$ cat src/rv32i_macros.svh
`ifndef RV32I_MACROS_SVH
`define RV32I_MACROS_SVH

// Datapath width
`define RV32I_REG_BW 32

// Architectural register count
`define RV32I_NUM_ARCH_REGS 32

// Processing units and their station depth
`define RV32I_NUM_PUS 2
`define RV32I_RS_DEPTH 2

// Multiplier pipeline depth
`define RV32I_MULT_STAGES 3

`endif

$ cat src/rv32i_arch_pkg.sv
`include "rv32i_macros.svh"

package rv32i_arch_pkg;

  // One register word
  typedef logic [`RV32I_REG_BW-1:0] reg_data_t;

  // Register index, also used as the wakeup tag
  typedef logic [$clog2(`RV32I_NUM_ARCH_REGS)-1:0] reg_idx_t;

endpackage

$ cat src/rv32i_register_file.sv
`include "rv32i_macros.svh"

module rv32i_register_file (
  input  logic                       clk,
  input  logic                       i_reset,
  input  rv32i_arch_pkg::reg_idx_t   i_src1_idx,
  input  rv32i_arch_pkg::reg_idx_t   i_src2_idx,
  input  rv32i_arch_pkg::reg_idx_t   i_dst_idx,
  input  logic                       i_set_busy,
  input  rv32i_arch_pkg::reg_idx_t   i_set_busy_idx,
  input  logic                       i_wb_vld,
  input  rv32i_arch_pkg::reg_idx_t   i_wb_idx,
  input  rv32i_arch_pkg::reg_data_t  i_wb_data,
  output logic                       o_src1_ready,
  output logic                       o_src2_ready,
  output logic                       o_dst_busy,
  output rv32i_arch_pkg::reg_data_t  o_src1_data,
  output rv32i_arch_pkg::reg_data_t  o_src2_data
);

  rv32i_arch_pkg::reg_data_t        regs_q [`RV32I_NUM_ARCH_REGS];
  logic [`RV32I_NUM_ARCH_REGS-1:0]  busy_q;

  always_ff @(posedge clk) begin
    if (i_reset) begin
      busy_q <= '0;
      for (int r = 0; r < `RV32I_NUM_ARCH_REGS; r++) begin
        regs_q[r] <= '0;
      end
    end else begin
      // Write-back lands the value and releases the register
      if (i_wb_vld && i_wb_idx != '0) begin
        regs_q[i_wb_idx] <= i_wb_data;
        busy_q[i_wb_idx] <= 1'b0;
      end
      // Register 0 never gets a pending result
      if (i_set_busy && i_set_busy_idx != '0) begin
        busy_q[i_set_busy_idx] <= 1'b1;
      end
    end
  end

  // x0 stays zero and never busy
  assign o_src1_ready = ~busy_q[i_src1_idx];
  assign o_src2_ready = ~busy_q[i_src2_idx];
  assign o_src1_data  = regs_q[i_src1_idx];
  assign o_src2_data  = regs_q[i_src2_idx];
  assign o_dst_busy   = busy_q[i_dst_idx];

endmodule

$ cat config.mk
export PLATFORM = sky130hd
export DESIGN_NAME = rv32i_register_file
export DESIGN_NICKNAME = d
export VERILOG_FILES = /design/src/rv32i_arch_pkg.sv /design/src/rv32i_register_file.sv
export VERILOG_INCLUDE_DIRS = /design/src
export SDC_FILE = /design/constraint.sdc
export NUM_CORES = 2
export LEC_CHECK = 0
export ABC_CLOCK_PERIOD_IN_PS = 3500
export BUFFER_PORTS_ARGS = -buffer_cell sky130_fd_sc_hd__buf_2
export CORE_MARGIN = 2
export CORE_UTILIZATION = 45
export CTS_BUF_LIST = sky130_fd_sc_hd__clkbuf_16
export DETAILED_ROUTE_END_ITERATION = 16
export GPL_TIMING_DRIVEN = 0
export PLACE_DENSITY = 0.73
export SLEW_MARGIN = 20
export SYNTH_ARGS = -nofsm -noshare
export SYNTH_HDL_FRONTEND = slang
export SYNTH_SLANG_ARGS = --single-unit
$ cat constraint.sdc
create_clock -name clk -period 3.5 [get_ports clk]
set_input_delay 0.35 -clock clk [delete_from_list [all_inputs] [get_ports clk]]
set_output_delay 0.35 -clock clk [all_outputs]
set_load 0.02 [all_outputs]
==> impl_metrics.json <==
{
  "clock-sinks": 1056,
  "grt_pass1_wl_mm": 324.5,
  "pin_count": 128,
  "synthCells": 4876,
  "netlist_area_um2": 57870,
  "synth.top_cell.area_share": 0.5314,
  "route.detailed.drc": 0,
  "grt_usage": 0.3516,
  "end_kind": "output pin",
  "cts_tree": "built",
  "finalWirelength_mm": 237.7,
  "min-delay-start": "i_wb_data[28]",
  "status": "finished with violations",
  "crit_type": "in -> out",
  "yosysSeqAreaShare": 0.5425,
  "tightestPinTransition_ns": 1.375,
  "reg2reg_from": "busy_q[5]",
  "nets": 5242,
  "ys.flop_type": "edfxtp_1",
  "r2r_cells": 2,
  "period_share": 1.071,
  "vias": 46540,
  "die_h_um": 362.6,
  "cap_violations": 0,
  "startpoint": "i_src2_idx[4]",
  "synth_edf_count": 1024,
  "avgSynthCellArea_um2": 11.87,
  "clkLatencyLatePin_ns": 0.75,
  "setup_viol": 33,
  "slowest_stage": "clkbuf_1",
  "clkTransAtPathRegs_ns": 0.06,
  "cts_buffers": 111,
  "synth_warnings": 0,
  "cts_root_buf": "clkbuf_16",
  "final-max-slew-violation-count": 0,
  "dr.pass1.iters": 10,
  "p_leak_nw": 25.61,
  "rows": 131,
  "wire_per_inst_um": 34.13,
  "synth_largest_area_cell": "edfxtp_1",
  "rsz0062_at_grt": "false",
  "cp_max_fo": 10,
  "rrSetupSlack_ns": 2.79,
  "initial_core_util": 0.4538,
  "core_area_um2": 127500,
  "gp_congestion": 1.016,
  "hp-class": "in -> reg",
  "port_buffers": 124,
  "hold_viol": 0,
  "cts_buffer_depth": 3,
  "syn2layout_area_growth_pct": 12.71,
  "grt_max_degree": 34,
  "path_cells": "buf_2, nand2b_1, buf_1, clkbuf_1, a21oi_1, nand3_1, nand3_1, buf_2",
  "drt_iter0_drc": 8312,
  "min_period_ns": 3.748,
  "slew_headroom": 0.08334,
  "cp.arrival_ns": 3.40,
  "cts_max_level": 3,
  "grt-ovfl-total": 0,
  "fin_util": 0.5115,
  "dieArea_um2": 131500,
  "async_flop_share": 0,
  "hold_ws_ns": 0.02857,
  "power.total_w": 0.03163,
  "crit_required_ns": 3.15,
  "antenna_left": 0,
  "synth.distinct_cells": 43,
  "ir_drop_uv": 402.2,
  "fin_ws_ns": -0.2481,
  "antenna_found_initial": 28,
  "violations": "negative setup slack",
  "hold_end": "regs_q[5][28]",
  "postCtsSetupBuffers": 0,
  "hold_path_depth": 2,
  "cpPeakStageDelay_ns": 1.01,
  "timing.fmax_mhz": 266.8,
  "drive_gt1_frac": 0.1000,
  "viasPerCell": 6.684,
  "powerDensity_nw_per_um2": 485.0,
  "synth-seq-cells": 1056,
  "dp_hpwl_mm": 163.6,
  "worstReg2RegEnd": "busy_q[5]",
  "die_w_um": 362.6,
  "grt_pass1_vias": 44550,
  "start_kind": "primary input",
  "path_buf_inv": 4,
  "synth_area_leaders": "edfxtp_1 53%, mux2i_1 18%, and2_1 11%, a22oi_1 2.8%, a22o_1 1.9%",
  "crit_family": "buffers and inverters",
  "finalClockSkew_ns": 0
}
[cell usage in the layout, fill, tap and decap left out, drive strengths merged, types with 6 or more instances in the layout]
master          n
mux2i        1068
edfxtp       1024
and2          998
clkbuf        397
buf           322
nand2         227
a22oi         212
nand3         198
a21oi         197
a22o          128
nor3           74
a31oi          64
inv            55
clkinv         54
nor2           35
dfxtp          32
conb           32
a21o           28
diode          23
dlygate4sd3    23
o22ai          20
bufinv         15
o21ai          13
nand2b         11
nor2b           9
clkinvlp        6
[per-layer routing]
layer  routed length (um)  global-route usage  vias to the layer above
met1                81940              0.4305                    22660
met4                21400              0.2735                       16
met5                  131            0.001850                        -
met3                35270              0.1187                     1079
met2                98930              0.5091                     4286
li1                     -                   -                    18500
[cell families (layout without fill, tap and decap cells)]
kind of cell,after synthesis,count (layout),share of synthesized area
compound gates,670,670,0.07892
buf+inv,503,874,0.03959
flops,1056,1056,0.5425
mux,1068,1068,0.1847
other cells,1,55,0.00006481
simple gates,1578,1578,0.1542
[how the worst max path moves through the flow]
stage | end | slack (ns) | cells past startpoint
after floorplan | regs_q[28][0] | 1.38 | 4
after global placement | o_src1_data[12] | -0.76 | 8
after detailed placement | o_src2_data[12] | -0.32 | 8
after CTS | o_src2_data[14] | 0.04 | 8
after global routing | o_src1_data[26] | 0.008 | 9
final | o_src2_data[11] | -0.25 | 8
[per-stage QoR]
| step | cells | area (um^2) | setup TNS (ns) | setup WS [ns] |
|---|---|---|---|---|
| final | 6963 | 65220 | -2.162 | -0.2481 |
| after global routing | 6941 | 65170 | 0 | 0.008382 |
| after CTS | 6940 | 65140 | 0 | 0.04400 |
| after detailed placement | 6707 | 61170 | -8.662 | -0.3213 |
| after global placement | 6693 | 60680 | -20.66 | -0.7613 |
| after floorplan | 4907 | 57980 | 0 | 1.375 |
[synthesized netlist by cell type, types with 2 or more instances]
master and instances:
mux2i_1 1068, edfxtp_1 1024, and2_1 998, clkbuf_1 278, nand2_1 227, a22oi_1 212
nand3_1 198, a21oi_1 197, a22o_1 128, buf_2 76, nor3_1 74, buf_4 73
a31oi_1 64, buf_1 36, nor2_1 35, inv_1 33, dfxtp_1 32, a21o_1 28
o22ai_1 20, o21ai_0 13, nand2b_1 11, nor2b_1 8, buf_6 4, nand4b_1 4
o211ai_1 4, or3_1 4, and3_1 3, clkbuf_2 3, nand3b_1 3, a32o_1 2
nor3b_1 2, nor3b_2 2, or2_2 2
[layout make-up]
cell class | instances | area [um^2]
diodes | 23 | 57.56
plain buffers | 470 | 2211
clock buffers | 113 | 2828
clock inverters | 97 | 882.1
fillers | 10970 | 62300
inverters | 33 | 123.9
multi-input cells | 3348 | 24560
flip-flops and latches | 1056 | 31390
well taps | 1662 | 2079
repair buffers | 161 | 1089
[timing repair]
action	in CTS	in global routing
endpoints found under the setup margin	62	8
endpoints found under the hold margin	29	0
gates resized for setup	12	10
gates cloned	0	0
hold buffers	23	0
[flip-flops by register name, summed over array words and instances (netlist names)]
name and count:
busy_q 32, regs_q 1024
[report_power, final]
| part | total (W) | switching (W) | internal (W) |
|---|---|---|---|
| registers | 0.0149 | 0.000380 | 0.0146 |
| logic | 0.00430 | 0.00300 | 0.00129 |
| clock network | 0.0124 | 0.00542 | 0.00697 |
Power figures use the tool's default switching activity.
