**config.mk**
```make
export PLATFORM = sky130hd
export DESIGN_NAME = rv32i_adder
export DESIGN_NICKNAME = d
export VERILOG_FILES = /design/src/rv32i_arch_pkg.sv /design/src/rv32i_adder.sv
export VERILOG_INCLUDE_DIRS = /design/src
export SDC_FILE = /design/constraint.sdc
export NUM_CORES = 1
export LEC_CHECK = 0
export ABC_AREA = 1
export BUFFER_PORTS_ARGS = -buffer_cell sky130_fd_sc_hd__buf_2
export CORE_MARGIN = 2
export CORE_UTILIZATION = 35
export DETAILED_ROUTE_END_ITERATION = 6
export SYNTH_ARGS = -nofsm -noshare
export SYNTH_HDL_FRONTEND = slang
export SYNTH_SLANG_ARGS = --single-unit
```
**constraint.sdc**
```tcl
create_clock -name clk -period 8.3 [get_ports clk]
set_input_delay 0.83 -clock clk [delete_from_list [all_inputs] [get_ports clk]]
set_output_delay 0.83 -clock clk [all_outputs]
set_load 0.005 [all_outputs]
```
**src/rv32i_macros.svh**
```systemverilog
`ifndef RV32I_MACROS_SVH
`define RV32I_MACROS_SVH

// Datapath width
`define RV32I_REG_BW 32

// Architectural register count
`define RV32I_NUM_ARCH_REGS 32

// Processing units and their station depth
`define RV32I_NUM_PUS 2
`define RV32I_RS_DEPTH 2

// Multiplier pipeline depth
`define RV32I_MULT_STAGES 3

`endif

```
**src/rv32i_arch_pkg.sv**
```systemverilog
`include "rv32i_macros.svh"

package rv32i_arch_pkg;

  // One register word
  typedef logic [`RV32I_REG_BW-1:0] reg_data_t;

  // Register index, also used as the wakeup tag
  typedef logic [$clog2(`RV32I_NUM_ARCH_REGS)-1:0] reg_idx_t;

endpackage

```
**src/rv32i_adder.sv**
```systemverilog
module rv32i_adder (
  input  logic                       clk,
  input  logic                       i_reset,
  input  logic                       i_vld,
  input  rv32i_arch_pkg::reg_data_t  i_a,
  input  rv32i_arch_pkg::reg_data_t  i_b,
  input  rv32i_arch_pkg::reg_idx_t   i_dst_idx,
  input  logic                       i_grant,
  output logic                       o_rdy,
  output logic                       o_vld,
  output rv32i_arch_pkg::reg_data_t  o_sum,
  output rv32i_arch_pkg::reg_idx_t   o_dst_idx
);

  // Output slot frees up when empty or leaving this cycle
  assign o_rdy = ~o_vld | i_grant;

  always_ff @(posedge clk) begin
    if (i_reset) begin
      o_vld <= 1'b0;
    end else if (o_rdy) begin
      o_vld <= i_vld;
    end
  end

  // Carry out dropped, wraps modulo 2^32
  always_ff @(posedge clk) begin
    if (i_vld && o_rdy) begin
      o_sum     <= i_a + i_b;
      o_dst_idx <= i_dst_idx;
    end
  end

endmodule

```
==> flow_metrics.py <==
metrics = {
    "clocking": {
        "cts-buffers-inserted": 5,
        "cts.hold.buffers_added": 0,
        "clk_latency_worst_skew_pair_ns": 0.31,
        "cts-root-to-sink-buffers": 2,
        "cts-root-buf": "sky130_fd_sc_hd__clkbuf_8",
        "postCtsSetupRepairBufs": 0,
        "cts.sinks": 38,
        "post_cts.resized_instances": 0,
        "worst_setup_hold_path_clk_slew_ns": 0.09,
        "tritoncts": "done",
        "clock_tree.htree_level_count": 2,
    },
    "logic_synthesis": {
        "postSynthAreaPerCell_um2": 6.587,
        "synth_sequential_area_ratio": 0.3198,
        "synth.ff_latch_count": 38,
        "yosys_warnings": 0,
        "netlist-cell-type-count": 22,
        "syn-num-nets": 642,
        "dominant_synthesized_flop_cell": "sky130_fd_sc_hd__edfxtp_1",
        "syn-instance-count": 537,
        "synth_top_area_share": 0.3141,
        "post_synth_most_frequent_cells": "sky130_fd_sc_hd__nand2_1, sky130_fd_sc_hd__inv_1, sky130_fd_sc_hd__nor2_1, sky130_fd_sc_hd__edfxtp_1, sky130_fd_sc_hd__ha_1",
        "yosys-top-cells-area": "sky130_fd_sc_hd__edfxtp_1, sky130_fd_sc_hd__nand2_1, sky130_fd_sc_hd__inv_1",
        "synth-edff-count": 37,
        "synthArstFlopShare": 0,
        "synth_top_area_cell": "sky130_fd_sc_hd__edfxtp_1",
        "synth_area_um2": 3537,
        "yosysMostFrequentCell": "sky130_fd_sc_hd__nand2_1",
    },
    "place": {
        "dp_hpwl_um": 8133,
        "io_buffers": 111,
        "place.gp.congestion": 0.9036,
    },
    "finish": {
        "layout-drive-gt1-share": 0.2253,
        "final_nets": 761,
        "syn2layout_area_growth_pct": 24.83,
        "insertedDiodeCount": 0,
    },
    "power_and_ir_drop": {
        "power_density_nw_per_um2": 150.6,
        "power.total_mw": 0.6648,
        "peak_supply_drop_uv": 67.32,
        "leakage_nw": 2.616,
    },
    "flow_run": {
        "drv_cap": 0,
    },
    "timing": {
        "final_setup_violation_count": 0,
        "slew_headroom": 0.6483,
        "period_needed_ns": 2.339,
        "layout_worst_path_cycle_share": 0.2818,
        "transition_time_at_the_pin_with_the_least_slew_margin_ns": 0.5276,
        "setup_total_negative_slack_ns": 0,
        "max_clock_freq_mhz": 427.5,
        "hold_violations": 0,
        "rsz0062_at_grt": "no",
        "maxSlewViolCount": 0,
        "skew_ns": 0.02702,
    },
    "global_routing": {
        "grt_antenna_before_repair": 0,
        "grt_pass1_vias": 3527,
        "track_usage": 0.1853,
        "grt_max_degree": 38,
        "gr-total-overflow": 0,
        "grt_pass1_wl_um": 16390,
    },
    "outcome": {
        "outcome": "completed",
    },
    "floorplanning": {
        "initial_utilization": 0.3619,
        "design.core.area_um2": 9774,
        "row_count": 36,
        "top_level_ports": 112,
        "fp.dieW_um": 104.5,
        "fp.dieH_um": 104.5,
        "floorplan.die_area_um2": 10930,
    },
    "detailed_routing": {
        "wirelength_um": 9659,
        "detailedRoute.firstIterationViolations": 148,
        "antenna_violating_nets_post_route": 0,
        "route.detailed.vias_per_inst": 4.390,
        "num_vias": 3468,
        "detail_route.wl_per_cell_um": 12.23,
        "drc_errors": 0,
        "detailedRoute.firstPassIterationCount": 4,
    },
    "worst_hold_path": {
        "type_of_the_most_critical_hold_path": "flop to flop",
    },
    "setup_path": {
        "start_kind": "primary input",
        "worst_ep_arrival_time_ns": 2.41,
        "timing.setup.critical_path_class": "primary input to flop",
        "worstPathMaxFanout": 4,
        "endpoint_kind": "flop",
        "crit_required_ns": 8.37,
    },
}
-- cell type report --
class / count / area [um2]
Clock buffer: 5 / 68.82
Clock inverter: 3 / 68.82
Fill cell: 1072 / 5359
Inverter: 114 / 427.9
Multi-Input combinational cell: 385 / 1989
Sequential cell: 38 / 1131
Tap cell: 133 / 166.4
Timing Repair Buffer: 112 / 563.0
-- cells in the final DEF (no fill, tap or decap) --
cell type,instances
sky130_fd_sc_hd__a21o_1,1
sky130_fd_sc_hd__a21oi_1,20
sky130_fd_sc_hd__a21oi_2,1
sky130_fd_sc_hd__a21oi_4,1
sky130_fd_sc_hd__buf_2,111
sky130_fd_sc_hd__buf_4,1
sky130_fd_sc_hd__bufinv_16,2
sky130_fd_sc_hd__clkbuf_8,5
sky130_fd_sc_hd__clkinv_4,1
sky130_fd_sc_hd__dfxtp_1,1
sky130_fd_sc_hd__edfxtp_1,37
sky130_fd_sc_hd__fa_1,1
sky130_fd_sc_hd__ha_1,31
sky130_fd_sc_hd__inv_1,111
sky130_fd_sc_hd__inv_2,3
sky130_fd_sc_hd__nand2_1,222
sky130_fd_sc_hd__nand2_2,14
sky130_fd_sc_hd__nand3_1,23
sky130_fd_sc_hd__nand3_2,4
sky130_fd_sc_hd__nand4_1,3
sky130_fd_sc_hd__nor2_1,38
sky130_fd_sc_hd__nor2_2,2
sky130_fd_sc_hd__nor3_1,3
sky130_fd_sc_hd__nor3_2,2
sky130_fd_sc_hd__o21bai_1,2
sky130_fd_sc_hd__or2_4,1
sky130_fd_sc_hd__xnor2_1,2
sky130_fd_sc_hd__xor2_1,14
-- logic make-up (layout without fill, tap and decap cells) --
logic type | Yosys count | in the layout | synth area share
and+or+nand+nor | 312 | 312 | 0.3658
buffers and inverters | 114 | 234 | 0.1210
DFF | 38 | 38 | 0.3198
adders and majority gates | 32 | 32 | 0.1153
AOI/OAI and AO/OA | 25 | 25 | 0.03856
xor gates and xnor gates | 16 | 16 | 0.03962
-- routing by layer --
metal,vias to the layer above,global-route usage,routed length [um]
met5,-,0,0
met4,0,0.04730,69
met3,4,0.02870,339
met2,62,0.3133,4620
met1,1526,0.2471,4629
li1,1876,-,-
-- path summary, 6_finish.rpt --
path / cells past startpoint / slack, ns / from / to
setup / recovery: 13 / 5.96 / i_a[0] / o_sum[20]
hold / removal: 2 / 0.54 / o_vld / o_vld
setup reg to reg: 2 / 6.99 / o_vld / o_dst_idx[3]
hold reg to reg: 2 / 0.54 / o_vld / o_vld
-- registers in the layout, indices dropped and copies added (netlist names) --
| register | count |
|---|---|
| o_dst_idx | 5 |
| o_vld | 1 |
| o_sum | 32 |
-- report_power, final --
| part | total [mW] | switching [mW] | internal, mW |
|---|---|---|---|
| logic | 0.218 | 0.133 | 0.0851 |
| registers | 0.246 | 0.00510 | 0.241 |
| clock network | 0.200 | 0.0798 | 0.121 |
| total | 0.665 | 0.218 | 0.447 |
-- critical path, stage by stage --
cell	delay [ns]
sky130_fd_sc_hd__buf_2	0.10
sky130_fd_sc_hd__ha_1	0.23
sky130_fd_sc_hd__fa_1	0.48
sky130_fd_sc_hd__nand3_1	0.14
sky130_fd_sc_hd__nand3_2	0.08
sky130_fd_sc_hd__nand2_1	0.08
sky130_fd_sc_hd__nand2_2	0.08
sky130_fd_sc_hd__nand2_1	0.08
sky130_fd_sc_hd__nand2_2	0.07
sky130_fd_sc_hd__nand2_1	0.09
sky130_fd_sc_hd__nand2_1	0.05
sky130_fd_sc_hd__nand2_1	0.05
sky130_fd_sc_hd__nand2_1	0.04
-- stage by stage --
| step | hold WS (ns) | utilization | cells | worst slack (ns) | area [um2] |
|---|---|---|---|---|---|
| detailed placement | 0.5353 | 0.4377 | 782 | 5.639 | 4278 |
| global route | 0.5744 | 0.4517 | 790 | 5.793 | 4415 |
| finish | 0.5425 | 0.4517 | 790 | 5.961 | 4415 |
| CTS | 0.5473 | 0.4517 | 790 | 5.963 | 4415 |
| global placement | 0.5130 | 0.4377 | 782 | 5.683 | 4278 |
| floorplan | 0.5067 | - | 537 | 5.167 | 3537 |
(Power assumes the default switching activity.)
