[config.mk]
export PLATFORM = sky130hd
export DESIGN_NAME = rv32i_dispatch
export DESIGN_NICKNAME = d
export VERILOG_FILES = /design/src/rv32i_arch_pkg.sv /design/src/rv32i_exec_pkg.sv /design/src/rv32i_dispatch.sv
export VERILOG_INCLUDE_DIRS = /design/src
export SDC_FILE = /design/constraint.sdc
export NUM_CORES = 1
export LEC_CHECK = 0
export BUFFER_PORTS_ARGS = -buffer_cell sky130_fd_sc_hd__buf_2
export CAP_MARGIN = 20
export CORE_AREA = 2 2 95 97
export DETAILED_ROUTE_END_ITERATION = 16
export DIE_AREA = 0 0 97 99
export GPL_TIMING_DRIVEN = 1
export PLACE_DENSITY = 0.62
export SLEW_MARGIN = 30
export SYNTH_ARGS = -nofsm -noshare
export SYNTH_HDL_FRONTEND = slang
export SYNTH_SLANG_ARGS = --single-unit
export TNS_END_PERCENT = 20
[constraint.sdc]
create_clock -name clk -period 2.2 [get_ports clk]
set_input_delay 0.11 -clock clk [delete_from_list [all_inputs] [get_ports clk]]
set_output_delay 0.11 -clock clk [all_outputs]
set_load 0.005 [all_outputs]
[src/rv32i_macros.svh]
`ifndef RV32I_MACROS_SVH
`define RV32I_MACROS_SVH

// Datapath width
`define RV32I_REG_BW 32

// Architectural register count
`define RV32I_NUM_ARCH_REGS 32

// Processing units and their station depth
`define RV32I_NUM_PUS 2
`define RV32I_RS_DEPTH 2

// Multiplier pipeline depth
`define RV32I_MULT_STAGES 3

`endif

[src/rv32i_arch_pkg.sv]
`include "rv32i_macros.svh"

package rv32i_arch_pkg;

  // One register word
  typedef logic [`RV32I_REG_BW-1:0] reg_data_t;

  // Register index, also used as the wakeup tag
  typedef logic [$clog2(`RV32I_NUM_ARCH_REGS)-1:0] reg_idx_t;

endpackage

[src/rv32i_exec_pkg.sv]
`include "rv32i_macros.svh"

package rv32i_exec_pkg;

  // Processing unit selector carried by each decoded instruction
  typedef enum logic [$clog2(`RV32I_NUM_PUS)-1:0] {
    PU_ADD  = 0,
    PU_MULT = 1
  } pu_id_t;

  // One bit per processing unit
  typedef logic [`RV32I_NUM_PUS-1:0] pu_vec_t;

endpackage

[src/rv32i_dispatch.sv]
module rv32i_dispatch (
  input  logic                       clk,
  input  logic                       i_reset,
  input  logic                       i_decode_vld,
  input  rv32i_exec_pkg::pu_id_t     i_pu_id,
  input  logic                       i_rs1_vld,
  input  rv32i_arch_pkg::reg_idx_t   i_src1_arch_rf_idx,
  input  logic                       i_rs2_vld,
  input  rv32i_arch_pkg::reg_idx_t   i_src2_arch_rf_idx,
  input  rv32i_arch_pkg::reg_idx_t   i_dst_arch_rf_idx,
  input  rv32i_arch_pkg::reg_data_t  i_imm,
  input  logic                       i_src1_ready,
  input  rv32i_arch_pkg::reg_data_t  i_src1_data,
  input  logic                       i_src2_ready,
  input  rv32i_arch_pkg::reg_data_t  i_src2_data,
  input  logic                       i_dst_busy,
  input  logic                       i_wb_vld,
  input  rv32i_arch_pkg::reg_idx_t   i_wb_idx,
  input  rv32i_arch_pkg::reg_data_t  i_wb_data,
  input  rv32i_exec_pkg::pu_vec_t    i_rs_full,
  output logic                       o_rdy,
  output rv32i_arch_pkg::reg_idx_t   o_src1_idx,
  output rv32i_arch_pkg::reg_idx_t   o_src2_idx,
  output rv32i_exec_pkg::pu_vec_t    o_rs_push,
  output logic                       o_src1_vld,
  output rv32i_arch_pkg::reg_data_t  o_src1_value,
  output logic                       o_src2_vld,
  output rv32i_arch_pkg::reg_data_t  o_src2_value,
  output rv32i_arch_pkg::reg_idx_t   o_dst_idx,
  output logic                       o_set_busy
);

  localparam int DW = $bits(rv32i_arch_pkg::reg_data_t);

  logic run_q;
  logic accept;

  // Returns {valid, value}; when not valid the value carries the tag
  function automatic logic [DW:0] pick_operand(
    input logic                      use_reg,
    input rv32i_arch_pkg::reg_idx_t  idx,
    input logic                      rf_ready,
    input rv32i_arch_pkg::reg_data_t rf_data,
    input rv32i_arch_pkg::reg_data_t alt,
    input logic                      wb_vld,
    input rv32i_arch_pkg::reg_idx_t  wb_idx,
    input rv32i_arch_pkg::reg_data_t wb_data
  );
    if (!use_reg) begin
      return {1'b1, alt};
    end
    if (wb_vld && wb_idx == idx) begin
      return {1'b1, wb_data};
    end
    if (rf_ready) begin
      return {1'b1, rf_data};
    end
    return {1'b0, rv32i_arch_pkg::reg_data_t'(idx)};
  endfunction

  // Held low through reset and released on the first cycle after it
  always_ff @(posedge clk) begin
    if (i_reset) begin
      run_q <= 1'b0;
    end else begin
      run_q <= 1'b1;
    end
  end

  assign o_src1_idx = i_src1_arch_rf_idx;
  assign o_src2_idx = i_src2_arch_rf_idx;

  assign {o_src1_vld, o_src1_value} = pick_operand(i_rs1_vld, i_src1_arch_rf_idx,
      i_src1_ready, i_src1_data, '0, i_wb_vld, i_wb_idx, i_wb_data);
  assign {o_src2_vld, o_src2_value} = pick_operand(i_rs2_vld, i_src2_arch_rf_idx,
      i_src2_ready, i_src2_data, i_imm, i_wb_vld, i_wb_idx, i_wb_data);

  // One result in flight per register keeps the tags unique
  assign o_rdy  = run_q & ~i_dst_busy & ~i_rs_full[i_pu_id];
  assign accept = i_decode_vld & o_rdy;

  assign o_rs_push  = {$bits(o_rs_push){accept}} & (rv32i_exec_pkg::pu_vec_t'(1) << i_pu_id);
  assign o_dst_idx  = i_dst_arch_rf_idx;
  assign o_set_busy = accept;

endmodule

==> results.md, run 1 <==
* I/O Pins at 245
* Post-Syn Instances at 252
* Layout cell share with drive strength beyond 1 at between 50% and 60%
* Setup Fix Bufs, Post-CTS at 0
* VDD IR-drop max at ~110 uV
* Vias in the first global route at around 2.5k
* Largest regs: run_q (1)
* WHS at 0.220 ns
* Crit start category: input pin
* Port Buf Inserts at 234
* Netlist Area Pre-Place at approximately 1800 sq um
* Largest net degree at the start of global routing at 40
* Worst min path class: input pin to primary output
* Worst stage delay on the critical path at between 0.4 and 0.5 ns
* Vias after detailed routing at ~2.7k
* WHS Path Cells at 0
* Die W at approximately 97 um
* First-pass GRT wire length at 12700 um
* RSZ-0062 raised after global routing: false
* Synth Net Count at around 410
* Dpl hpwl at ~6600 um
* Die Y-Extent at just under 100 um
* Total die area at 9600 sq um
* Initial antenna violation count at 0
* CTS-repair resized insts at 0
* Routability cong. at 0.994
* # diodes at 0
* Sequential area share after synthesis at under 10%
* Largest register FFs at 1
* Max-slew violations at 0
* Critical path's most frequent cell: buf_2
* Max Freq at between 500 and 600 MHz
* #FFs+latches synth at 1
* Hold_buf cts at 0
* CP endpoint kind: primary output
* Overall power at ~520 uW
* Register Area at 20.0 sq um
* Slowest stage cell, crit path: and3_2
* Relative slew margins at between 50% and 60%
* Fillers at 938
* Avg WL per Cell at between 10 and 15 um
* Minimum clock period at 1.91 ns
* P per Cell Area at roughly 180 nW/um^2
* Library cells used by synthesis at 33
* Period utilisation layout at between 80% and 90%
* Final non-filler cell total at about 560
* Footprint of the multi-input gates at approximately 1500 sq um
* Drt initial violations at 127
* Row Count at 34
* LEAKAGE at between 0.0015 and 0.002 uW
* Max_cap viols at 0
* Layout Nets at ~600
* Tightest Pin Transition at ~0.71 ns
* Final instance area at approximately 2900 sq um
* Final setup viols at 0
* Placed cell areas at about 2900 sq um
* Setup CP Type: input pin to primary output
* Syn avg cell area at between 7 and 8 sq um
* Placed Cells at 558
* Synth warnings at 0
* # DRC at 0
* CP cell instances: buf_2, xor2_1, nor4_1, and3_2, buf_4, mux2i_1, buf_2
* Hold Fails Final Rpt at 0
* CP bufs+invs at 3
* Min-delay src: i_dst_arch_rf_idx[0]
* Pre-antenna DRT Iters at 4
* Kind of cell adding the most delay to the critical path: simple AND/OR/NAND/NOR gates
* GRT Total Usage at 15.3%
* Top reg by flops: run_q
* Post-route ant nets at 0
* Hold Crit Endpoint: o_dst_idx[0]
* Global route overflow at 0
* Setup TNS at 0 ns
* Core area at 8550 sq um
* Vias per inst at just under 5
* Initial Util at between 20% and 30%
* Detailed Route WL at approximately 8200 um
* Synth-to-layout area growth at 62.4%
* Outcome: completed
* CP Max Fanout at 10
* Worst endpoint required time at approximately 2.1 ns
* Worst Path Arrival at 1.80 ns
-- through the flow --
stage | setup slack (ns) | utilization, %
5_1_grt | 0.201 | 33.6
3_3_place_gp | 0.431 | 33.6
6_report | 0.292 | 33.6
3_5_place_dp | 0.297 | 33.6
2_1_floorplan | 0.846 | -
4_1_cts | 0.312 | 33.6
-- synth_stat cells --
cell type  number  share of area (%)
and2_1          1               0.35
nor2b_1        33                 12
or3_1           2               0.71
mux2i_1        34                 19
nand4_1         1               0.35
a21oi_2         1               0.49
dfxtp_1         1                1.1
and4_1          1               0.49
nand2_1        40                8.5
and3_1          2               0.71
a221oi_1        3                1.5
mux2_2          6                3.8
buf_1           2               0.42
o21ai_0         3               0.85
and3_4          1               0.64
xnor2_1         6                3.0
buf_4          20                8.5
xor2_1          4                2.0
nor4_1          1               0.35
buf_2           2               0.57
or3b_2          1               0.49
o31ai_1         3                1.3
nor3b_1         1               0.42
clkbuf_1       14                3.0
a221o_2         7                4.5
nand3_1        27                7.6
a31o_2          2               0.99
a221o_1        20                 11
buf_8           2                1.7
o22ai_1         3                1.1
nor2_1          1               0.21
buf_6           2                1.3
inv_1           5                1.1
-- power breakdown --
part	leakage [uW]	internal [uW]	total, uW	switching, uW
clock	0	0	0	0
combinational	0.00152	268	501	233
sequential	0.00000844	19.5	19.7	0.180
total	0.00152	288	521	233
-- worst max path at each step --
stage	startpoint	cells past startpoint	end	slack (ns)
floorplan	i_src2_arch_rf_idx[3]	7	o_src2_value[12]	0.85
global placement	i_wb_idx[2]	7	o_src1_value[0]	0.43
detailed placement	i_wb_idx[2]	7	o_src1_value[0]	0.30
CTS	i_wb_idx[2]	7	o_src1_value[0]	0.31
global route	i_wb_idx[2]	7	o_src1_value[24]	0.20
finish	i_wb_idx[2]	7	o_src1_value[0]	0.29
-- cells by family (layout without fill, tap and decap cells) --
kind of cell | after synthesis | count (layout) | share of synthesized area (%)
AOI/OAI and AO/OA | 42 | 42 | 21.9
and+or+nand+nor | 112 | 112 | 32.5
buffers and inverters | 47 | 245 | 16.5
muxes | 40 | 40 | 23.0
xor gates and xnor gates | 10 | 10 | 4.95
DFF | 1 | 1 | 1.13
-- area by class of cell --
type | count | share of cell area (%)
multi-input combinational | 204 | 50.8
timing repair buffer | 240 | 43.2
tap | 108 | 4.70
sequential | 1 | 0.696
inverter | 5 | 0.653
-- metal layers --
metal / track usage, % / up-vias / wire [um]
li1: - / 1302 / -
met5: 0 / - / 0
met4: 1.63 / 0 / 103
met3: 1.49 / 14 / 622
met1: 19.4 / 1236 / 3340
met2: 28.9 / 171 / 4110
-- layout by cell type (no fill, tap or decap), types with 2 or more instances in the layout --
cell type / count
o21ai_0: 3
xor2_1: 4
o22ai_1: 3
a221o_1: 20
xnor2_1: 6
or3_1: 2
a221o_2: 7
nor2b_1: 33
buf_2: 234
buf_4: 4
nand2_1: 40
buf_12: 2
a31o_2: 2
mux2_2: 6
inv_1: 5
mux2i_1: 34
a221oi_1: 3
o31ai_1: 3
nand3_1: 27
(Power assumes the default switching activity.)
==> run 2: changes to the inputs <==
--- a/config.mk
+++ b/config.mk
@@ -8,11 +8,13 @@
 export LEC_CHECK = 0
 export BUFFER_PORTS_ARGS = -buffer_cell sky130_fd_sc_hd__buf_2
 export CAP_MARGIN = 20
-export CORE_AREA = 2 2 95 97
+export CELL_PAD_IN_SITES_DETAIL_PLACEMENT = 0
+export CELL_PAD_IN_SITES_GLOBAL_PLACEMENT = 1
+export CORE_AREA = 2 2 98 100
 export DETAILED_ROUTE_END_ITERATION = 16
-export DIE_AREA = 0 0 97 99
+export DIE_AREA = 0 0 100 102
 export GPL_TIMING_DRIVEN = 1
-export PLACE_DENSITY = 0.62
+export PLACE_DENSITY = 0.9
 export SLEW_MARGIN = 30
 export SYNTH_ARGS = -nofsm -noshare
 export SYNTH_HDL_FRONTEND = slang
==> results.md, run 2 (same netlist as run 1, synthesis figures left out) <==
* Tightest Pin Transition at ~0.67 ns
* Final worst slack at about 0.36 ns
* I/O Pins at approximately 250
* Layout Nets at 611
* DR WL met2 at between 4000 and 5000 um
* Outcome: completed
* Period utilisation layout at 83.8%
* Port Buf Inserts at 234
* Global route overflow at 0
* Initial antenna violation count at 0
* Die W at about 100 um
* Crit start category: input pin
* # DRC at 0
* Relative slew margins at approximately 55%
* VDD IR-drop max at 96.1 uV
* Largest regs: run_q (1)
* Final setup viols at 0
* CP endpoint kind: primary output
* CTS-repair resized insts at 0
* Synth-to-layout area growth at 62.2%
* GRT Total Usage at approximately 14%
* RSZ-0062 raised after global routing: false
* Hold_buf cts at 0
* Detailed Route WL at just over 8000 um
* Post-route ant nets at 0
* Max_cap viols at 0
* Setup TNS at 0 ns
* Setup CP Type: input pin to primary output
* Worst endpoint required time at 2.09 ns
* Met3 wire len at between 700 and 800 um
* Avg WL per Cell at 14.4 um
* Core area at roughly 9100 sq um
* M1 WL at 3150 um
* Vias per inst at roughly 4.8
* Max-slew violations at 0
* Dpl hpwl at roughly 6700 um
* Worst Path Arrival at roughly 1.7 ns
* Vias after detailed routing at 2706
* DR top layer: met4
* Vias in the first global route at about 2.4k
* Top reg by flops: run_q
* Commonest non-fill, non-tap cells in the layout: buf_2 (234), nand2_1 (40), mux2i_1 (34)
* Initial Util at 19.4%
* P per Cell Area at ~180 nW/um^2
* Pre-antenna DRT Iters at 6
* Row Count at 35
* # diodes at 0
* Util after Layout at between 30% and 40%
* Layout cell share with drive strength beyond 1 at a little under three fifths
* Routability cong. at 0.821
* Max Freq at approximately 540 MHz
* Setup Fix Bufs, Post-CTS at 0
* Minimum clock period at approximately 1.8 ns
* Hold Fails Final Rpt at 0
* Total die area at approximately 10000 sq um
* Drt initial violations at 110
* Die Y-Extent at between 100 and 150 um
* Worst min path class: input pin to primary output
* Commonest non-fill, non-tap cell in the layout: buf_2
* Fillers at 1014
* Largest register FFs at 1
* Largest net degree at the start of global routing at 40
* First-pass GRT wire length at approximately 12000 um
* LEAKAGE at approximately 0.0015 uW
* CP Max Fanout at 24
* Place WS at approximately 0.32 ns
run 2: cell types whose count changed in the layout (fill, tap and decap cells not counted):
| cell | delta |
|---|---|
| buf_4 | -1 |
run 2: layout make-up:
type / count / area (sq um) / area share (%)
multi-input combinational: 204 / 1460 / 50.8
timing repair buffer: 239 / 1230 / 43.0
tap: 111 / 139 / 4.84
sequential: 1 / 20.0 / 0.697
inverter: 5 / 18.8 / 0.654
run 2: layer usage:
layer,up-vias,global-route usage (%)
li1,1298,-
met3,4,1.92
met2,163,26.6
met5,-,0
met4,0,0.948
met1,1241,16.5
run 2: worst max-delay path, stage by stage:
cell and delay, ns:
buf_2 0.11, xor2_1 0.15, nor4_1 0.24, and3_2 0.43, buf_12 0.25, mux2i_1 0.26
buf_2 0.15
run 2: power by group:
group          internal [uW]  switching (uW)
Clock                      0               0
Combinational            268             232
Sequential              19.5           0.174
run 2: final timing paths:
check | end | cells past startpoint | slack [ns] | start
setup / recovery | o_src1_value[12] | 7 | 0.36 | i_wb_idx[2]
hold / removal | o_dst_idx[4] | 0 | 0.22 | i_dst_arch_rf_idx[4]
run 2: through the flow:
| stage | instances | power, uW | hold slack [ns] | instance area [sq um] |
|---|---|---|---|---|
| floorplan | 252 | 268 | 0.167 | 1770 |
| global placement | 560 | 511 | 0.220 | 2870 |
| detailed placement | 560 | 519 | 0.220 | 2870 |
| CTS | 560 | 521 | 0.220 | 2870 |
| global route | 560 | 570 | 0.220 | 2870 |
| finish | 560 | 519 | 0.220 | 2870 |
