**src/rv32i_macros.svh**
```systemverilog
`ifndef RV32I_MACROS_SVH
`define RV32I_MACROS_SVH

// Datapath width
`define RV32I_REG_BW 32

// Architectural register count
`define RV32I_NUM_ARCH_REGS 32

// Processing units and their station depth
`define RV32I_NUM_PUS 2
`define RV32I_RS_DEPTH 2

// Multiplier pipeline depth
`define RV32I_MULT_STAGES 3

`endif

```
**src/rv32i_arch_pkg.sv**
```systemverilog
`include "rv32i_macros.svh"

package rv32i_arch_pkg;

  // One register word
  typedef logic [`RV32I_REG_BW-1:0] reg_data_t;

  // Register index, also used as the wakeup tag
  typedef logic [$clog2(`RV32I_NUM_ARCH_REGS)-1:0] reg_idx_t;

endpackage

```
**src/rv32i_multiplier_pipelined.sv**
```systemverilog
`include "rv32i_macros.svh"

module rv32i_multiplier_pipelined (
  input  logic                       clk,
  input  logic                       i_reset,
  input  logic                       i_vld,
  input  rv32i_arch_pkg::reg_data_t  i_multiplicand,
  input  rv32i_arch_pkg::reg_data_t  i_multiplier,
  input  rv32i_arch_pkg::reg_idx_t   i_dst_idx,
  input  logic                       i_grant,
  output logic                       o_rdy,
  output logic                       o_vld,
  output rv32i_arch_pkg::reg_data_t  o_product,
  output rv32i_arch_pkg::reg_idx_t   o_dst_idx
);

  localparam int STAGES = `RV32I_MULT_STAGES;
  localparam int HALF   = $bits(rv32i_arch_pkg::reg_data_t) / 2;

  logic [STAGES-1:0]          vld_q;
  rv32i_arch_pkg::reg_idx_t   dst_q  [STAGES];
  rv32i_arch_pkg::reg_data_t  lo_q;
  logic [HALF-1:0]            hi_q;
  rv32i_arch_pkg::reg_data_t  prod_q [1:STAGES-1];
  logic                       advance;

  // Whole pipe freezes while the last stage waits for a grant
  assign advance = ~vld_q[STAGES-1] | i_grant;
  assign o_rdy   = advance;

  always_ff @(posedge clk) begin
    if (i_reset) begin
      vld_q <= '0;
    end else if (advance) begin
      vld_q <= {vld_q[STAGES-2:0], i_vld};
    end
  end

  always_ff @(posedge clk) begin
    if (advance) begin
      // Stage 0 splits the multiplier into halves
      lo_q     <= i_multiplicand * i_multiplier[HALF-1:0];
      hi_q     <= i_multiplicand[HALF-1:0] * i_multiplier[2*HALF-1:HALF];
      dst_q[0] <= i_dst_idx;
      // Stage 1 sums the partials, only the low word is kept
      prod_q[1] <= lo_q + {hi_q, {HALF{1'b0}}};
      dst_q[1]  <= dst_q[0];
      for (int s = 2; s < STAGES; s++) begin
        prod_q[s] <= prod_q[s-1];
        dst_q[s]  <= dst_q[s-1];
      end
    end
  end

  assign o_vld     = vld_q[STAGES-1];
  assign o_product = prod_q[STAGES-1];
  assign o_dst_idx = dst_q[STAGES-1];

endmodule

```
**config.mk**
```make
export PLATFORM = sky130hd
export DESIGN_NAME = rv32i_multiplier_pipelined
export DESIGN_NICKNAME = d
export VERILOG_FILES = /design/src/rv32i_arch_pkg.sv /design/src/rv32i_multiplier_pipelined.sv
export VERILOG_INCLUDE_DIRS = /design/src
export SDC_FILE = /design/constraint.sdc
export NUM_CORES = 1
export LEC_CHECK = 0
export BUFFER_PORTS_ARGS = -buffer_cell sky130_fd_sc_hd__buf_4
export CAP_MARGIN = 20
export CORE_MARGIN = 5
export CORE_UTILIZATION = 50
export DETAILED_ROUTE_END_ITERATION = 12
export PLACE_DENSITY = 0.8
export SYNTH_ARGS = -nofsm -noshare
export SYNTH_HDL_FRONTEND = slang
export SYNTH_SLANG_ARGS = --single-unit
```
**constraint.sdc**
```tcl
create_clock -name clk -period 6.1 [get_ports clk]
set_clock_uncertainty 0.2 [all_clocks]
set_input_delay 0.305 -clock clk [delete_from_list [all_inputs] [get_ports clk]]
set_output_delay 0.305 -clock clk [all_outputs]
set_load 0.05 [all_outputs]
```
==> flow_summary.ini, run 1 <==
[place]
gp_congestion = 0.947
place_hpwl_um = 36900
io_buffers = 111
placed_cells = 2646
dp_slack_ps = -85.5

[detailed_routing]
vias_per_cell = 5.20
drt_iter0_markers = 997
drc = 0
finalWirelength_um = 46200
ant_nets = 0
wl_per_cell_um = 17.2
vias = 14000
drtPass1Iterations = 6

[timing]
finalWorstSetupSlack_ps = 335
post-route-period-util = 0.945
slew_headroom = 0.383
setup_violations = 0
tightest_slew_ps = 925
slew_viol_final = 0
max_freq_mhz = 173
rsz0062_at_grt = false
layout_min_cycle_time_ps = 5770
finalHoldViolations = 0

[clocking]
clk_pin_slew_ps = 60
cts_tree = done
cts_max_level = 4
cts.sinks = 130
clockBufferDepth = 2
clkLatencyLatePin_ps = 400
post-cts-setup-buffer-count = 0
numCtsBuffers = 17
root_buffer = clkbuf_16

[floorplanning]
die_height_um = 210
num_rows = 73
core_um2 = 39600
die_w_um = 210
io_pins = 112
start_util = 0.505
die-area_um2 = 44100

[yosys]
synth_common_cells = 470 x inv_1, 385 x fa_1, 335 x nand2_1
synth.ff_latch_count = 130
synth_top_cell_by_area = fa_1
synthCells = 2054
synth-edff-count = 127
synth_warnings = 0
synth_ff_type = edfxtp_1
ys_seq_area_frac = 0.194
synth.most_common_cell = inv_1
syn_avg_cell_area_um2 = 9.74
synthArstFlopShare = 0
syn_nets = 2641
yosys-top-cells-area = fa_1 39%, edfxtp_1 19%, inv_1 8.8%, ha_1 8.1%, and2_1 6.6%
synth.distinct_cells = 53
syn_area_um2 = 20000
synth_top_area_frac = 0.385

[global_routing]
grt_overflow = 0
grt_max_degree = 71
grt_antenna_before_repair = 1
grt_pass1_vias = 15600
grt_pass1_wl_um = 77600
grt_use_total = 0.216

[worst_setup_path]
critPathCaptureType = flop
worstSetupStartpointType = input pin
cp_max_fo = 24
crit_type = in -> reg
required_ps = 6050
arrival_ps = 5720

[job]
cap_violations = 0

[final_layout]
n_fill_cell = 3367
fin_nets = 2734
layout.cells.non_filler = 2685
drive_gt1_frac = 0.0958
areaGrowthSynthToFinish_pct = 10.9
n_antenna_cell = 0

[worst_hold_path]
hp-class = reg -> reg

[status]
status = complete, no violations
critical path, stage by stage:
cell      delay, ps
buf_4           290
nand2_1         140
fa_1            530
inv_1            50
fa_1            490
inv_1            50
fa_1            520
inv_1            50
fa_1            440
fa_1            490
inv_1            50
fa_1            470
inv_1            40
ha_1            300
and4_1          220
nor3b_1         170
o21ai_1         120
a211oi_2        330
o21ai_1         140
a31oi_2         210
o21a_1          140
nor2_1           40
xnor2_1         110
logic make-up after synthesis:
kind of cell,after synthesis,synth area share
simple gates,630,0.151
xor+xnor,102,0.0446
buf+inv,561,0.106
mux,2,0.00100
compound gates,115,0.0382
fa+ha+maj,514,0.466
flops,130,0.194
layout make-up:
type,instances,area [um^2],share of cell area
Timing Repair Buffer,165,1260,0.0566
Inverter,470,1760,0.0795
Sequential cell,130,3870,0.175
Multi-Input combinational cell,1363,14000,0.632
Clock buffer,19,433,0.0195
Tap cell,525,657,0.0296
Clock inverter,13,186,0.00840
sequential cells by signal, indices dropped and copies added (netlist names):
register	count
vld_q	3
hi_q	16
dst_q	15
lo_q	32
prod_q	64
stage by stage:
stage | area [um^2] | hold WS (ps) | setup TNS (ps) | util
5_1_grt | 22200 | 221 | 0 | 0.560
3_5_place_dp | 21500 | 206 | -117 | 0.542
2_1_floorplan | 20000 | 174 | 0 | -
4_1_cts | 22200 | 215 | 0 | 0.560
3_3_place_gp | 21500 | 204 | 0 | 0.542
6_report | 22200 | 214 | 0 | 0.560
layout by cell type, fill, tap and decap left out, types with 17 or more instances in the layout:
master | Yosys | layout
clkbuf_16 | 0 | 17
xor2_1 | 18 | 18
nor2_1 | 38 | 38
nand2_1 | 335 | 335
buf_4 | 5 | 158
edfxtp_1 | 127 | 127
a21oi_1 | 37 | 37
inv_1 | 470 | 470
ha_1 | 129 | 129
xnor2_1 | 84 | 84
fa_1 | 385 | 385
and2_1 | 212 | 212
what timing repair did:
item / in CTS / in global routing
hold endpoints to repair: 8 / 0
setup endpoints to repair: 0 / 1
gates resized for setup: 0 / 1
hold buffers: 7 / 0
path summary, 6_finish.rpt:
path / cells after the start / to / slack [ps] / startpoint
worst min-delay path: 0 / prod_q[2][24] / 210 / prod_q[1][24]
worst min register to register: 0 / prod_q[2][24] / 210 / prod_q[1][24]
worst max-delay path: 23 / lo_q[31] / 330 / i_multiplier[8]
worst max register to register: 12 / prod_q[1][30] / 3290 / lo_q[16]
layer usage:
| layer | up-vias | part of all wire | global-route usage |
|---|---|---|---|
| li1 | 6251 | - | - |
| met1 | 6942 | 0.39 | 0.281 |
| met2 | 626 | 0.49 | 0.364 |
| met3 | 151 | 0.079 | 0.0374 |
| met4 | 0 | 0.042 | 0.0875 |
| met5 | - | 0 | 0 |
Power of run 1 is not shown: default switching activity piles up to over one toggle a cycle in this logic, so the estimate is an artifact.
==> run 2: changes to the inputs <==
--- a/config.mk
+++ b/config.mk
@@ -13,4 +13,5 @@
 export DETAILED_ROUTE_END_ITERATION = 12
 export PLACE_DENSITY = 0.8
+export RECOVER_POWER = 50
 export SYNTH_ARGS = -nofsm -noshare
 export SYNTH_HDL_FRONTEND = slang
==> constraint.sdc (replaced) <==
create_clock -name clk -period 6.1 [get_ports clk]
set_clock_uncertainty 0.2 [all_clocks]
set_input_delay 0 -clock clk [delete_from_list [all_inputs] [get_ports clk]]
set_output_delay 0 -clock clk [all_outputs]
set_load 0.05 [all_outputs]
==> run 2 against run 1 <==
The run now ends with capacitance limit, slew limit left. Non-clock buffer count decreased by 27. Sequential cell count stayed put. Sequential share of layout area is 0.31 points higher. Core utilization decreased by 0.99 points. Largest cell class unchanged. Final cell count decreased by 1.0%. Worst hold slack worse by 150 ps. Register-to-register slack worse by 1100 ps.
==> flow_summary.ini, run 2 (same netlist as run 1, synthesis figures left out) <==
[global_routing]
grt_overflow = 0
grt_antenna_before_repair = 0
grt_pass1_vias = 15700
grt_pass1_wl_um = 77200
grt_max_degree = 69
grt_use_total = 0.215

[place]
place_hpwl_um = 36000
gp_congestion = 0.931
io_buffers = 111
placed_cells = 2616

[final_layout]
largest_reg_flops = 64
layout.cells.non_filler = 2658
n_antenna_cell = 0
n_fill_cell = 3389
reg_top3 = prod_q x64, lo_q x32, hi_q x16
drive_gt1_frac = 0.0652
top_register = prod_q
fin_nets = 2707
multi_input_area_um2 = 14000
mostFrequentLayoutCell = inv_1
seq_area_um2 = 3870
final_cell_mix = 470 x inv_1, 385 x fa_1, 335 x nand2_1
areaGrowthSynthToFinish_pct = 8.97
final_util = 0.550

[detailed_routing]
finalWirelength_um = 45700
drtPass1Iterations = 5
vias_per_cell = 5.23
wl_per_cell_um = 17.2
ant_nets = 0
drt_iter0_markers = 929
drc = 0
vias = 13900

[worst_setup_path]
crit_type = in -> reg
reg2reg_from = vld_q[2]
required_ps = 6060
slowest_stage = dlygate4sd3_1
path_buf_inv = 5
cp_common_cell = fa_1
cp-endpoint = lo_q[26]
arrival_ps = 5700
crit_start = i_multiplicand[0]
critPathCaptureType = flop
worst_r2r_endpoint = prod_q[1][9]
worstPathCellList = dlygate4sd3_1 -> buf_4 -> nand2_1 -> fa_1 -> fa_1 -> inv_1 -> fa_1 -> fa_1 -> fa_1 -> inv_1 -> fa_1 -> inv_1 -> ha_1 -> nand4_2 -> or3_1 -> a211o_1 -> a21oi_2 -> a21oi_1 -> o21bai_1 -> a21oi_1 -> xnor2_1
worstSetupStartpointType = input pin
cp_max_fo = 17
critPathTopFamily = adder cells
cpPeakStageDelay_ps = 520
r2r_cells = 2
r2r_setup_slack_ps = 2150
cp.depth = 21

[clocking]
cts.sinks = 130
clkLatencyLatePin_ps = 410
root_buffer = clkbuf_16
cts_resized = 0
cts_max_level = 4
numCtsBuffers = 17
cts_tree = done
clk_pin_slew_ps = 60
clockBufferDepth = 2

[timing]
layout_min_cycle_time_ps = 5750
tightest_slew_ps = 3100
finalHoldViolations = 0
slew_viol_final = 69
post-route-period-util = 0.942
max_freq_mhz = 174
rsz0062_at_grt = false
setup_violations = 0
finalHoldWorstSlack_ps = 60.6
slew_headroom = -1.07
timing.setup.tns_ps = 0

[floorplanning]
die_w_um = 210
die-area_um2 = 44100
io_pins = 112
num_rows = 73
core_um2 = 39600
die_height_um = 210
start_util = 0.505

[job]
cap_violations = 1

[worst_hold_path]
hp-class = in -> reg

[status]
violations = capacitance limit, slew limit
status = finished, violations left
==> run 2: timing repair <==
item | in CTS | in global routing
endpoints found under the hold margin | 11 | 0
buffers inserted | 0 | 0
hold buffers | 10 | 0
==> run 2: how the worst min path moves through the flow <==
| stage | from | end | slack (ps) | cells after the start |
|---|---|---|---|---|
| CTS | i_multiplier[0] | lo_q[0] | 40 | 2 |
| global route | i_multiplier[0] | lo_q[0] | 50 | 2 |
| finish | i_multiplier[0] | lo_q[0] | 60 | 2 |
| floorplan | i_reset | vld_q[2] | -130 | 1 |
| detailed placement | i_dst_idx[2] | dst_q[0][2] | -20 | 1 |
| global placement | i_reset | vld_q[2] | -30 | 2 |
==> run 2: final cells by class <==
class,instances,share of cell area
clock buffers,17,0.0195
clock inverters,15,0.00723
inverters,470,0.0809
repair buffers,138,0.0419
well taps,525,0.0301
flip-flops and latches,130,0.178
multi-input cells,1363,0.643
==> run 2: through the flow <==
| step | cell area (um^2) | setup slack [ps] |
|---|---|---|
| after floorplan | 20000 | 339 |
| after global placement | 21300 | 185 |
| after detailed placement | 21300 | 71.4 |
| after CTS | 22000 | 362 |
| after global routing | 21800 | 173 |
| final | 21800 | 354 |
==> run 2: layer usage <==
metal | GRT usage | vias up | part of all wire
li1 | - | 6205 | -
met1 | 0.276 | 6905 | 0.40
met2 | 0.363 | 635 | 0.48
met3 | 0.0351 | 147 | 0.074
met4 | 0.0923 | 0 | 0.039
met5 | 0 | - | 0
Power of run 2 is left out for the same reason.
==> run 3: changes to the inputs <==
- PLACE_DENSITY: 0.8 -> 0.77
- clock period: 6.1 -> 5.9 ns (I/O delays scaled with it)
==> run 3 against run 2 <==
The run still ends with capacitance limit, slew limit left. Final cell count is 0.87% higher. Global-route usage is 0.13 points higher. Core utilization is 0.51 points higher. Critical endpoint is now lo_q[30].
==> flow_summary.ini, run 3 (same netlist as run 1, synthesis figures left out) <==
[worst_setup_path]
crit_type = in -> reg
worst_r2r_endpoint = prod_q[1][21]
cp-endpoint = lo_q[30]
r2r_cells = 2
cp_max_fo = 17
required_ps = 5850
arrival_ps = 5660
critPathCaptureType = flop
reg2reg_from = vld_q[2]
crit_start = i_multiplicand[0]
r2r_setup_slack_ps = 2090
worstSetupStartpointType = input pin

[timing]
layout_min_cycle_time_ps = 5710
max_freq_mhz = 175
setup_violations = 0
slew_viol_final = 66
post-route-period-util = 0.969
tightest_slew_ps = 2930
rsz0062_at_grt = false
slew_headroom = -0.953
finalHoldViolations = 0

[final_layout]
largest_reg_flops = 64
drive_gt1_frac = 0.0761
top_register = prod_q
multi_input_area_um2 = 14000
final_area_um2 = 22000
mostFrequentLayoutCell = inv_1
areaGrowthSynthToFinish_pct = 9.97
n_antenna_cell = 0
final_cell_mix = 470 x inv_1, 385 x fa_1, 335 x nand2_1
fin_nets = 2731
reg_top3 = prod_q x64, lo_q x32, hi_q x16
layout.cells.non_filler = 2681
n_fill_cell = 3435
seq_area_um2 = 3870

[place]
placed_cells = 2641
place_hpwl_um = 37500
gp_congestion = 0.902
io_buffers = 111
dpl-instance-area_um2 = 21500

[status]
status = finished, violations left
violations = capacitance limit, slew limit

[floorplanning]
die_height_um = 210
start_util = 0.505
die-area_um2 = 44100
num_rows = 73
core_um2 = 39600
io_pins = 112
die_w_um = 210

[clocking]
clockBufferDepth = 2
cts_max_level = 4
root_buffer = clkbuf_16
clkLatencyLatePin_ps = 400
numCtsBuffers = 17
clk_pin_slew_ps = 60
cts_tree = done
cts.sinks = 130
post-cts-setup-buffer-count = 0

[global_routing]
grt_pass1_vias = 15300
grt_antenna_before_repair = 0
grt_use_total = 0.216
grt_max_degree = 68
grt_overflow = 0
grt_pass1_wl_um = 77100

[worst_hold_path]
hp-start = i_multiplier[0]
hp-class = in -> reg

[detailed_routing]
ant_nets = 0
wl_per_cell_um = 17.2
finalWirelength_um = 46100
vias_per_cell = 5.15
drc = 0
vias = 13800
drt_iter0_markers = 823
drtPass1Iterations = 5

[job]
cap_violations = 1
[run 3: metrics by stage]
step	hold WS, ps	util	TNS (ps)	setup WS [ps]
floorplan	-131	-	0	139
global placement	-25.5	0.541	0	19.4
detailed placement	-17.3	0.541	-120	-47.8
CTS	19.7	0.559	0	175
global route	51.5	0.555	0	24.6
finish	51.8	0.555	0	185
[run 3: timing repair]
item	in CTS	in global routing
gates resized for setup	0	5
hold endpoints to repair	10	0
hold buffers	9	0
setup endpoints to repair	0	2
[run 3: metal layers]
metal | share of wire | wire [um] | up-vias | track usage
met4 | 0.029 | 1350 | 0 | 0.0655
met1 | 0.41 | 18800 | 6906 | 0.288
met5 | 0 | 0 | - | 0
met3 | 0.077 | 3540 | 98 | 0.0424
met2 | 0.49 | 22400 | 557 | 0.363
li1 | - | - | 6244 | -
[run 3: critical path, stage by stage]
cell and delay [ps]:
dlygate4sd3_1 560, buf_8 180, nand2_1 90, fa_1 480
fa_1 500, inv_1 50, fa_1 380, fa_1 490
fa_1 490, inv_1 50, fa_1 470, inv_1 40
ha_1 330, nand4_2 160, or3_1 380, a211o_1 270
a21oi_2 230, nand2b_1 150, a31o_1 170, a21oi_2 60
xnor2_1 120
[run 3: worst min-delay path by stage]
stage | to | cells past startpoint | slack, ps
after floorplan | vld_q[2] | 1 | -130
after global placement | vld_q[2] | 2 | -30
after detailed placement | vld_q[2] | 2 | -20
after CTS | lo_q[0] | 2 | 20
after global routing | lo_q[0] | 2 | 50
final | lo_q[0] | 2 | 50
[run 3: final cells by class]
cell class / count / share of cell area
inverters: 470 / 0.0802
multi-input cells: 1363 / 0.637
repair buffers: 162 / 0.0500
clock inverters: 14 / 0.00756
clock buffers: 17 / 0.0193
flip-flops and latches: 130 / 0.176
well taps: 525 / 0.0298
Power of run 3 is left out for the same reason.
